File: src/include/core_mem_front_cfg.svh
// memory front end configuration: widths, bus codes, sizes, reset pc, tags
`ifndef CORE_MEM_FRONT_CFG_SVH
`define CORE_MEM_FRONT_CFG_SVH

// datapath widths
`define XLEN          32
`define BLOCK_BITS    64
`define MEM_TAG_BITS  4
`define BUS_CMD_BITS  2
`define MEM_SIZE_BITS 2

// bus commands
`define BUS_NONE      2'b00
`define BUS_LOAD      2'b01
`define BUS_STORE     2'b10

// access sizes
`define SIZE_BYTE     2'b00
`define SIZE_HALF     2'b01
`define SIZE_WORD     2'b10
`define SIZE_DOUBLE   2'b11

// fetch sequencing
`define RESET_PC      32'h0000_0000
`define INST_BYTES    4

// tag zero means no transaction on the bus
`define MEM_TAG_NONE  4'h0

`endif

File: src/hw/core_mem_front_pkg.sv
// shared types for the fetch stage and the memory port arbiter
`default_nettype none

`include "core_mem_front_cfg.svh"

package core_mem_front_pkg;

    //////////////////////////////////////////////////////////////////////
    // plain vectors with a meaning
    //////////////////////////////////////////////////////////////////////

    // byte address
    typedef logic [`XLEN-1:0]          addr_t;
    // one instruction word
    typedef logic [`XLEN-1:0]          inst_t;
    // one memory block, two words
    typedef logic [`BLOCK_BITS-1:0]    block_t;
    // memory transaction tag, zero is idle
    typedef logic [`MEM_TAG_BITS-1:0]  mem_tag_t;
    typedef logic [`BUS_CMD_BITS-1:0]  bus_cmd_t;
    typedef logic [`MEM_SIZE_BITS-1:0] mem_size_t;

    //////////////////////////////////////////////////////////////////////
    // grouped signals
    //////////////////////////////////////////////////////////////////////

    // one memory bus request, data side or arbitrated bus
    typedef struct packed {
        bus_cmd_t  command;
        addr_t     addr;
        block_t    data;
        mem_size_t size;
    } mem_req_t;

    // fetched instruction waiting for dispatch
    typedef struct packed {
        logic  valid;
        addr_t pc;
        addr_t npc;
        inst_t inst;
    } if_id_packet_t;

endpackage

`default_nettype wire

File: src/hw/fetch_stage.sv
// fetch stage: pc, outstanding fetch tag, halt latch and the IF/ID register
`timescale 1ns/1ps
`default_nettype none

`include "core_mem_front_cfg.svh"

module fetch_stage
    import core_mem_front_pkg::*;
(
    input  wire logic     clock,
    input  wire logic     reset,
    input  wire logic     dispatch_ok,
    input  wire logic     halt,
    input  wire logic     redirect,
    input  wire addr_t    redirect_target,
    input  wire mem_tag_t imem_response,
    input  wire logic     fetch_stall,
    input  wire block_t   mem_data,
    input  wire mem_tag_t mem_tag,
    output addr_t         fetch_addr,
    output if_id_packet_t if_id,
    output logic          halted
);

    addr_t    pc;
    addr_t    pc_next;
    mem_tag_t pending_tag;
    inst_t    fetch_word;
    logic     if_id_take;
    logic     slot_free;
    logic     fetch_issue;
    logic     fetch_return;

    //////////////////////////////////////////////////////////////////////
    // fetch request and returned word
    //////////////////////////////////////////////////////////////////////

    // memory works in blocks, drop the offset bits
    assign fetch_addr = {pc[`XLEN-1:3], 3'b000};
    assign pc_next    = pc + addr_t'(`INST_BYTES);

    // pc bit 2 picks the half of the block
    assign fetch_word = pc[2] ? mem_data[`BLOCK_BITS-1:`XLEN] : mem_data[`XLEN-1:0];

    // entry leaves toward dispatch this edge
    assign if_id_take = if_id.valid && dispatch_ok;
    // room for the next return
    assign slot_free  = !if_id.valid || dispatch_ok;

    // memory took our load and nothing else blocks it
    assign fetch_issue = (imem_response != `MEM_TAG_NONE) && !halted && !fetch_stall &&
                         (pending_tag == `MEM_TAG_NONE) && slot_free;

    // return for the load still in flight
    assign fetch_return = (pending_tag != `MEM_TAG_NONE) && (mem_tag == pending_tag);

    //////////////////////////////////////////////////////////////////////
    // pc, pending tag, halt latch
    //////////////////////////////////////////////////////////////////////

    always_ff @(posedge clock or posedge reset) begin
        if (reset) begin
            pc          <= `RESET_PC;
            pending_tag <= `MEM_TAG_NONE;
            halted      <= 1'b0;
        end else begin
            // sticky until reset
            if (halt) begin
                halted <= 1'b1;
            end
            if (redirect) begin
                // late data for the dropped tag no longer matches
                pc          <= redirect_target;
                pending_tag <= `MEM_TAG_NONE;
            end else if (halt) begin
                pending_tag <= `MEM_TAG_NONE;
            end else if (fetch_return) begin
                pc          <= pc_next;
                pending_tag <= `MEM_TAG_NONE;
            end else if (fetch_issue) begin
                pending_tag <= imem_response;
            end
        end
    end

    //////////////////////////////////////////////////////////////////////
    // IF/ID register
    //////////////////////////////////////////////////////////////////////

    always_ff @(posedge clock or posedge reset) begin
        if (reset) begin
            if_id <= '0;
        end else if (redirect || halt) begin
            // flush
            if_id <= '0;
        end else if (fetch_return) begin
            if_id.valid <= 1'b1;
            if_id.pc    <= pc;
            if_id.npc   <= pc_next;
            if_id.inst  <= fetch_word;
        end else if (if_id_take) begin
            if_id.valid <= 1'b0;
        end
    end

    // a recorded tag only goes away, never swapped for another
    assert property (@(posedge clock) disable iff (reset)
        (pending_tag != `MEM_TAG_NONE) |=>
            (pending_tag == $past(pending_tag)) || (pending_tag == `MEM_TAG_NONE))
        else $error("fetch_stage: new tag recorded while fetch pending");

    // stalled entry holds until dispatch or a flush
    assert property (@(posedge clock) disable iff (reset)
        (if_id.valid && !dispatch_ok && !redirect && !halt) |=> $stable(if_id))
        else $error("fetch_stage: if_id changed under back-pressure");

endmodule

`default_nettype wire

File: src/hw/mem_arbiter.sv
// memory port arbiter: data side over fetch, request mux and response steering
`timescale 1ns/1ps
`default_nettype none

`include "core_mem_front_cfg.svh"

module mem_arbiter
    import core_mem_front_pkg::*;
(
    input  wire logic     clock,
    input  wire logic     reset,
    input  wire mem_req_t data_req,
    input  wire addr_t    fetch_addr,
    input  wire mem_tag_t mem_response,
    output mem_req_t      bus_req,
    output mem_tag_t      imem_response,
    output mem_tag_t      dmem_response,
    output logic          fetch_stall
);

    // data side owns the bus this cycle
    logic data_owner;
    // fetch_stall one falling edge later
    logic settle_q;

    //////////////////////////////////////////////////////////////////////
    // ownership
    //////////////////////////////////////////////////////////////////////

    // registered so the bus follows data_req one cycle late
    always_ff @(posedge clock or posedge reset) begin
        if (reset) begin
            data_owner <= 1'b0;
        end else begin
            data_owner <= (data_req.command != `BUS_NONE);
        end
    end

    // two falling-edge copies
    // responses only pass once both agree on the owner
    always_ff @(negedge clock or posedge reset) begin
        if (reset) begin
            fetch_stall <= 1'b0;
            settle_q    <= 1'b0;
        end else begin
            fetch_stall <= data_owner;
            settle_q    <= fetch_stall;
        end
    end

    //////////////////////////////////////////////////////////////////////
    // request mux
    //////////////////////////////////////////////////////////////////////

    always_comb begin
        if (data_owner) begin
            bus_req = data_req;
        end else begin
            // fetch always reads a whole block
            bus_req.command = `BUS_LOAD;
            bus_req.addr    = fetch_addr;
            bus_req.data    = '0;
            bus_req.size    = `SIZE_DOUBLE;
        end
    end

    //////////////////////////////////////////////////////////////////////
    // response steering
    //////////////////////////////////////////////////////////////////////

    always_comb begin
        imem_response = `MEM_TAG_NONE;
        dmem_response = `MEM_TAG_NONE;
        if (fetch_stall && settle_q) begin
            // settled on data
            dmem_response = mem_response;
        end else if (!fetch_stall && !settle_q) begin
            // settled on fetch
            imem_response = mem_response;
        end
        // nobody sees the tag while the owner changes
    end

    // a tag only reaches the side that held the bus over both settle edges
    // so it never reaches both sides at once
    assert property (@(posedge clock) disable iff (reset)
        (dmem_response != `MEM_TAG_NONE) |-> (data_owner && $past(data_owner)))
        else $error("mem_arbiter: data response without settled data ownership");

    assert property (@(posedge clock) disable iff (reset)
        (imem_response != `MEM_TAG_NONE) |-> (!data_owner && !$past(data_owner)))
        else $error("mem_arbiter: fetch response without settled fetch ownership");

endmodule

`default_nettype wire

File: src/hw/core_mem_front.sv
// memory front end top: fetch stage feeding the shared memory port arbiter
`timescale 1ns/1ps
`default_nettype none

module core_mem_front
    import core_mem_front_pkg::*;
(
    input  wire logic     clock,
    input  wire logic     reset,
    // data side request, level
    input  wire mem_req_t data_req,
    // memory bus
    input  wire mem_tag_t mem_response,
    input  wire block_t   mem_data,
    input  wire mem_tag_t mem_tag,
    // downstream control
    input  wire logic     dispatch_ok,
    input  wire logic     halt,
    input  wire logic     redirect,
    input  wire addr_t    redirect_target,
    output mem_req_t      bus_req,
    output if_id_packet_t if_id,
    output mem_tag_t      dmem_response,
    output logic          halted
);

    // block-aligned fetch address
    addr_t    fetch_addr;
    // fetch side of the steered response
    mem_tag_t imem_response;
    // data side holds the bus
    logic     fetch_stall;

    //////////////////////////////////////////////////////////////////////
    // fetch
    //////////////////////////////////////////////////////////////////////

    fetch_stage fetch_stage_inst (
        .clock           (clock),
        .reset           (reset),
        .dispatch_ok     (dispatch_ok),
        .halt            (halt),
        .redirect        (redirect),
        .redirect_target (redirect_target),
        .imem_response   (imem_response),
        .fetch_stall     (fetch_stall),
        .mem_data        (mem_data),
        .mem_tag         (mem_tag),
        .fetch_addr      (fetch_addr),
        .if_id           (if_id),
        .halted          (halted)
    );

    //////////////////////////////////////////////////////////////////////
    // memory port
    //////////////////////////////////////////////////////////////////////

    mem_arbiter mem_arbiter_inst (
        .clock         (clock),
        .reset         (reset),
        .data_req      (data_req),
        .fetch_addr    (fetch_addr),
        .mem_response  (mem_response),
        .bus_req       (bus_req),
        .imem_response (imem_response),
        .dmem_response (dmem_response),
        .fetch_stall   (fetch_stall)
    );

endmodule

`default_nettype wire

File: config.mk
export PLATFORM = sky130hd
export DESIGN_NAME = core_mem_front
export DESIGN_NICKNAME = d
export VERILOG_FILES = /design/src/hw/core_mem_front_pkg.sv /design/src/hw/fetch_stage.sv /design/src/hw/mem_arbiter.sv /design/src/hw/core_mem_front.sv
export VERILOG_INCLUDE_DIRS = /design/src /design/src/include
export SDC_FILE = /design/constraint.sdc
export NUM_CORES = 1
export LEC_CHECK = 0
export BUFFER_PORTS_ARGS = -buffer_cell sky130_fd_sc_hd__buf_4
export CORE_AREA = 2 2 159 161
export CTS_CLUSTER_SIZE = 14
export DETAILED_ROUTE_END_ITERATION = 10
export DIE_AREA = 0 0 161 163
export PLACE_DENSITY = 0.64
export SYNTH_ARGS = -nofsm -noshare
export SYNTH_HDL_FRONTEND = slang
export SYNTH_SLANG_ARGS = --single-unit
File: constraint.sdc
create_clock -name clock -period 4.3 [get_ports clock]
set_input_delay 0.86 -clock clock [delete_from_list [all_inputs] [get_ports clock]]
set_output_delay 0.86 -clock clock [all_outputs]
set_load 0.01 [all_outputs]
# Word level (Yosys, flattened, before mapping)
# Index checks and enable logic that the tools add are counted.
# word_totals
inputBits,209
mem_bits_rw,0
out_inout_bits,202
n_memories,0
mem_bits_ro,0
latch_bits,0
register_bits,137
# op_classes
mux,16
n_bitwise,0
shift,0
n_div,0
n_addsub,1
n_eq_ne,2
reduce_logical,23
order_cmp,0
mul,0
# ops
cell,count
32-bit 2-to-1 mux,4
100-bit 2-to-1 mux,1
97-bit 2-to-1 mux,1
96-bit 2-to-1 mux,1
"32-bit by 3-bit adder with 32-bit output, second input constant",1
4-bit 2-to-1 mux,7
4-bit nonzero test,3
1-bit logical AND,8
2-bit nonzero test,3
4-bit equality test,1
1-bit logical NOT,4
4-bit logical NOT,1
3-bit nonzero test,1
1-bit logical OR,2
1-bit 2-to-1 mux,2
"2-bit by 1-bit != test with 1-bit output, second input constant",1
2-bit AND reduction,1

# Logic depth before layout (Yosys ltp)
# Gate-level depths: netlist of run 1.
# logic_depth
word_depth,13
mapped_depth,7
depth_no_buf,6

# By module
# From an unflattened synthesis of run 1, not the netlist that was laid out.
# unflattened
cells_unflattened,666
area_unflattened_um2,7474.7
# by_module_without_submodules
mod,n_inst,area_per_inst_um2,cells_per_inst
fetch_stage,1,6316.1,542
mem_arbiter,1,1158.6,124

==> results.yml, run 1 <==
synth:
  synth_xor_area_share_pct: 5.826
  synth_area_mm2: 0.007216
  synth_edf_count: 0
  synthesis.instances: 734
  synth_top_family_by_area: "simple AND/OR/NAND/NOR gates"
  synth_top_area_share_pct: 46.12
  ys_types: 51
  synth_common_cells: "dfrtp_1 (133), nand2_1 (91), and2_1 (69), o21ai_0 (68), xor2_1 (38)"
  ys.flop_type: "dfrtp_1"
  yosys.area_share.adder_pct: 0.1734
  ys_seq_area_share_pct: 46.82
  synth_area_per_cell_um2: 9.831
  async_flop_share_pct: 100.0
  synth_fp_nets: 944
  yosysMostFrequentCell: "dfrtp_1"
  synthMuxAreaShare_pct: 9.104
  synth_seq_cells: 135
  yosysWarningCount: 0
  yosys.area_share.simple_pct: 21.31
  synth_compound_area_share_pct: 12.28
  synthTopCellsByArea: "dfrtp_1 (46%), and2_1 (6.0%), nand2_1 (4.7%)"
  yosys.area.top_type: "dfrtp_1"
worst_setup_path:
  ff2ff_path_depth: 4
  worstReg2RegStart: "mem_arbiter_inst.fetch_stall"
  cp-endpoint: "dmem_response[1]"
  crit_required_ps: 3440
  r2r_slack_ps: 980
  path_class: "flip-flop to primary output"
  worstSetupEndpointType: "primary output"
  r2r_end: "fetch_stage_inst.pending_tag[2]"
  cp_data_arrival_time_ps: 3300
  cp-startpoint: "mem_arbiter_inst.fetch_stall"
  crit_fanout: 6
  start_kind: "flip-flop"
timing:
  max_slew_margin_pct: 29.88
  worst_slew_pin_slew_ps: 1048
  finalSetupViolCount: 0
  fin_skew_ps: 22.70
  maxSlewViolCount: 0
  rsz0062_at_grt: "no"
  setup_slack_ps: 138.3
  whs_ps: 399.1
  hold_viol_final: 0
floorplan:
  die_w_um: 161
  placementRows: 58
  die_y_um: 163
  io_pins: 411
  core_area_mm2: 0.02467
  start_util_pct: 29.24
  dieArea_mm2: 0.02624
clock_tree:
  tritoncts: "built"
  root_buffer: "clkbuf_16"
  cts_resized: 0
  clk_latency_ps: 420
  clk_pin_slew_worst_paths_ps: 50
  cts_hold_repair.buffers: 0
  cts_sinks: 135
  post_cts_buffers: 0
  cts_buffers: 17
  ctsLongestPathBuffers: 2
  h-tree-depth: 4
global_routing:
  grt_pass1_vias: 6757
  track_usage_pct: 20.23
  grt_max_degree: 134
  grt_pass1_wl_um: 40600
  antenna_found_initial: 1
  grt.overflow.total: 0
final_layout:
  area_delta_synth_final_pct: 54.33
  nets: 1323
  drive_gt1_share_pct: 44.76
place:
  post-dp-hpwl_um: 20480
  pre_cts_ws_ps: 563.1
  numPortBuffers: 410
  place_congestion: 0.9194
route:
  drt-wirelength-per-cell_um: 18.55
  drc: 0
  vias: 6983
  firstDrtPassIters: 4
  via_per_inst: 4.793
  routed_wl_um: 27030
  ant_nets: 0
  drt_iter0_drc: 334
power:
  leakagePower_nw: 5.393
  p_per_area_mw_per_mm2: 306.2
  vdd.ir_drop.worst_mv: 0.2396
run:
  max-cap-violations: 0
min_path:
  min_path_type: "flip-flop to flip-flop"
status:
  status: "complete, no violations"
==> layer usage <==
layer	vias up	part of all wire (%)	global-route usage, %	wire length [µm]
met5	-	0	0	0
li1	3317	-	-	-
met4	0	1.9	6.006	510
met2	257	54	36.58	14490
met1	3378	39	24.22	10420
met3	31	6.0	4.202	1613
==> power by group <==
group,total [mW],internal (mW),switching (mW)
Combinational,0.562,0.312,0.251
Sequential,1.36,1.30,0.0652
Clock,1.48,0.912,0.570
Total,3.41,2.52,0.886
==> critical path, cell delays in order, from the launching register on <==
cell     delay, ps
dfrtn_1        460
and3_1         170
buf_4          120
==> logic make-up after synthesis <==
group | count (synthesis)
AOI/OAI and AO/OA | 137
DFF | 135
xor gates and xnor gates | 48
and+or+nand+nor | 285
adders and majority gates | 1
buffers and inverters | 66
muxes | 62
==> state kept, by name, summed over array words and instances, names as in the netlist <==
register	flops
mem_arbiter_inst.settle_q	1
fetch_stage_inst.if_id	95
mem_arbiter_inst.fetch_stall	1
fetch_stage_inst.pc	32
fetch_stage_inst.pending_tag	4
fetch_stage_inst.halted	1
mem_arbiter_inst.data_owner	1
==> worst min path at each step <==
| stage | slack, ps | depth (start not counted) | to | from |
|---|---|---|---|---|
| after floorplan | 360 | 0 | mem_arbiter_inst.settle_q | mem_arbiter_inst.fetch_stall |
| after global placement | 380 | 0 | mem_arbiter_inst.settle_q | mem_arbiter_inst.fetch_stall |
| after detailed placement | 390 | 0 | mem_arbiter_inst.settle_q | mem_arbiter_inst.fetch_stall |
| after CTS | 390 | 0 | mem_arbiter_inst.settle_q | mem_arbiter_inst.fetch_stall |
| after global routing | 410 | 0 | mem_arbiter_inst.settle_q | mem_arbiter_inst.fetch_stall |
| final | 400 | 0 | mem_arbiter_inst.settle_q | mem_arbiter_inst.fetch_stall |
==> stage by stage <==
stage,instances,instance area (µm²),util (%),power [mW],TNS (ps)
floorplan,734,7219,-,1.633,-563.8
global placement,1424,10540,42.72,1.953,0
detailed placement,1424,10540,42.72,1.959,0
CTS,1456,11130,45.12,3.448,0
global route,1457,11140,45.13,3.553,0
finish,1457,11140,45.13,3.409,0
==> cell usage in the layout, fill, tap and decap left out, types with 5 or more instances in the layout <==
| cell type | synthesis | layout |
|---|---|---|
| nand2_1 | 91 | 91 |
| nand4_1 | 15 | 15 |
| nor2_1 | 33 | 33 |
| nand3_1 | 22 | 21 |
| and3_1 | 11 | 11 |
| nor4_1 | 8 | 8 |
| mux2_2 | 29 | 29 |
| xnor2_1 | 10 | 10 |
| and2_1 | 69 | 69 |
| a22o_1 | 31 | 31 |
| clkbuf_16 | 0 | 17 |
| or3_1 | 5 | 5 |
| mux2i_1 | 33 | 33 |
| xor2_1 | 38 | 38 |
| a21oi_1 | 6 | 5 |
| dfrtp_1 | 133 | 131 |
| buf_4 | 5 | 422 |
| o21ai_0 | 68 | 68 |
| a211oi_1 | 18 | 18 |
==> cell type report <==
type | count | area [µm²]
clock inverters | 12 | 155.1
inverters | 3 | 15.01
fillers | 2444 | 13540
multi-input cells | 533 | 3542
well taps | 330 | 412.9
repair buffers | 423 | 3188
clock buffers | 20 | 436.7
flip-flops and latches | 135 | 3383
diodes | 1 | 2.502
No activity file was read; power rests on OpenSTA's default activity.
==> inputs of run 2 (changes only) <==
--- a/constraint.sdc
+++ b/constraint.sdc
@@ -3,2 +3,2 @@
 set_output_delay 0.86 -clock clock [all_outputs]
-set_load 0.01 [all_outputs]
+set_load 0.005 [all_outputs]
==> run 2 against run 1 <==
Clock skew shrank 1.1 ps. Count of clock-buffer cells in the layout down 1. Register-to-register slack gained 20 ps. Via count rose by 0.56%. Worst hold slack gained 16 ps. Sequential share of layout area up 0.062 points. Non-clock buffer count is 1 higher. Sequential power about the same. Utilization down 0.091 points. First-iteration DRC count is 27% higher. Worst setup slack worse by 5.3 ps. Critical path type unchanged. Largest power group unchanged.
==> results.yml, run 2 (synthesis gave the netlist of run 1 again) <==
timing:
  worst_slew_pin_slew_ps: 1036
  fin_skew_ps: 21.63
  max_slew_margin_pct: 30.93
  rsz0062_at_grt: "no"
  hold_viol_final: 0
  finalSetupViolCount: 0
  maxSlewViolCount: 0
final_layout:
  fillCellCount: 2470
  final_common_cell: "buf_4"
  largest_register: "fetch_stage_inst.if_id"
  top_regs: "fetch_stage_inst.if_id (95), fetch_stage_inst.pc (32), fetch_stage_inst.pending_tag (4)"
  drive_gt1_share_pct: 44.99
  nets: 1324
  mostFrequentLayoutCells: "buf_4 (424), dfrtp_1 (131), nand2_1 (91)"
  largest_reg_flops: 95
  final-instance-count-excl-fill: 1458
  area_delta_synth_final_pct: 54.01
  design_area_mm2: 0.01111
global_routing:
  grt.overflow.total: 0
  track_usage_pct: 20.08
  antenna_found_initial: 1
  grt_pass1_vias: 6773
  grt_max_degree: 102
  grt_pass1_wl_um: 40260
floorplan:
  die_y_um: 163
  core_area_mm2: 0.02467
  die_w_um: 161
  start_util_pct: 29.24
  io_pins: 411
  placementRows: 58
  dieArea_mm2: 0.02624
route:
  drc: 0
  vias: 7022
  routed_wl_um: 27170
  drt_iter0_drc: 424
  ant_nets: 0
  firstDrtPassIters: 5
  drt-wirelength-per-cell_um: 18.63
  via_per_inst: 4.816
clock_tree:
  cts_buffers: 17
  clk_pin_slew_worst_paths_ps: 50
  clk_latency_ps: 410
  h-tree-depth: 4
  ctsLongestPathBuffers: 2
  tritoncts: "built"
  post_cts_buffers: 0
  cts_sinks: 135
  cts_resized: 0
  root_buffer: "clkbuf_16"
  cts_hold_repair.buffers: 0
min_path:
  min_path_type: "flip-flop to flip-flop"
power:
  p_per_area_mw_per_mm2: 299.3
  vdd.ir_drop.worst_mv: 0.1971
  totalPowerFinal_mw: 3.326
  leakagePower_nw: 5.380
place:
  post_dp_cell_area_mm2: 0.01054
  post-dp-hpwl_um: 20650
  numPortBuffers: 410
  placed_cells: 1425
  place_congestion: 0.9187
status:
  status: "complete, no violations"
worst_setup_path:
  cp_data_arrival_time_ps: 3310
  path_class: "flip-flop to primary output"
  crit_fanout: 6
  worstSetupEndpointType: "primary output"
  crit_required_ps: 3440
  start_kind: "flip-flop"
run:
  max-cap-violations: 0
==> run 2: changes by cell type in the layout (fill, tap and decap cells not counted) <==
| cell | change |
|---|---|
| buf_4 | +2 |
| clkinvlp_4 | +3 |
| bufinv_16 | -1 |
| clkinv_2 | +2 |
| buf_12 | -1 |
| clkbuf_8 | +1 |
| clkinv_4 | -4 |
| inv_6 | +1 |
| clkbuf_1 | -2 |
==> run 2: worst paths after layout <==
path | endpoint | startpoint | slack, ps | cells after the start
max | dmem_response[1] | mem_arbiter_inst.fetch_stall | 130 | 2
min | mem_arbiter_inst.settle_q | mem_arbiter_inst.fetch_stall | 420 | 0
max reg2reg | fetch_stage_inst.pending_tag[3] | mem_arbiter_inst.fetch_stall | 1000 | 4
min reg2reg | mem_arbiter_inst.settle_q | mem_arbiter_inst.fetch_stall | 420 | 0
max in group asynchronous | mem_arbiter_inst.fetch_stall | reset | 1770 | 2
min in group asynchronous | fetch_stage_inst.if_id[14] | reset | 730 | 3
==> run 2: metal layers <==
metal / vias to the layer above / global-route usage, % / wire (µm)
met2: 263 / 36.34 / 14650
met5: - / 0 / 0
met4: 0 / 5.804 / 403
met1: 3407 / 24.38 / 10650
met3: 19 / 3.692 / 1470
li1: 3333 / - / -
==> run 2: power breakdown <==
part	total, mW	internal, mW	switching (mW)
Combinational	0.531	0.309	0.222
Sequential	1.37	1.30	0.0674
Clock	1.43	0.865	0.564
==> run 2: final cells by class <==
cell class,count,area [µm²],area share (%)
Multi-Input combinational cell,533,3542,31.87
Timing Repair Buffer,424,3183,28.64
Sequential cell,135,3383,30.44
Clock buffer,19,442.9,3.986
Inverter,3,15.01,0.1351
Tap cell,330,412.9,3.715
Clock inverter,13,131.4,1.182
Antenna cell,1,2.502,0.02252
==> run 2: metrics by stage <==
stage / hold WS, ps / TNS, ps / setup WS, ps / utilization, %
finish: 415.6 / 0 / 133.0 / 45.04
global route: 414.5 / 0 / 108.2 / 45.04
CTS: 400.9 / 0 / 142.9 / 45.03
detailed placement: 408.7 / 0 / 560.8 / 42.70
global placement: 379.3 / 0 / 582.5 / 42.70
floorplan: 363.5 / -563.8 / -281.9 / -
==> run 2: worst max-delay path, cell delays in order, from the launching register on <==
cell and delay, ps:
dfrtn_1 480, and3_1 180, buf_4 110
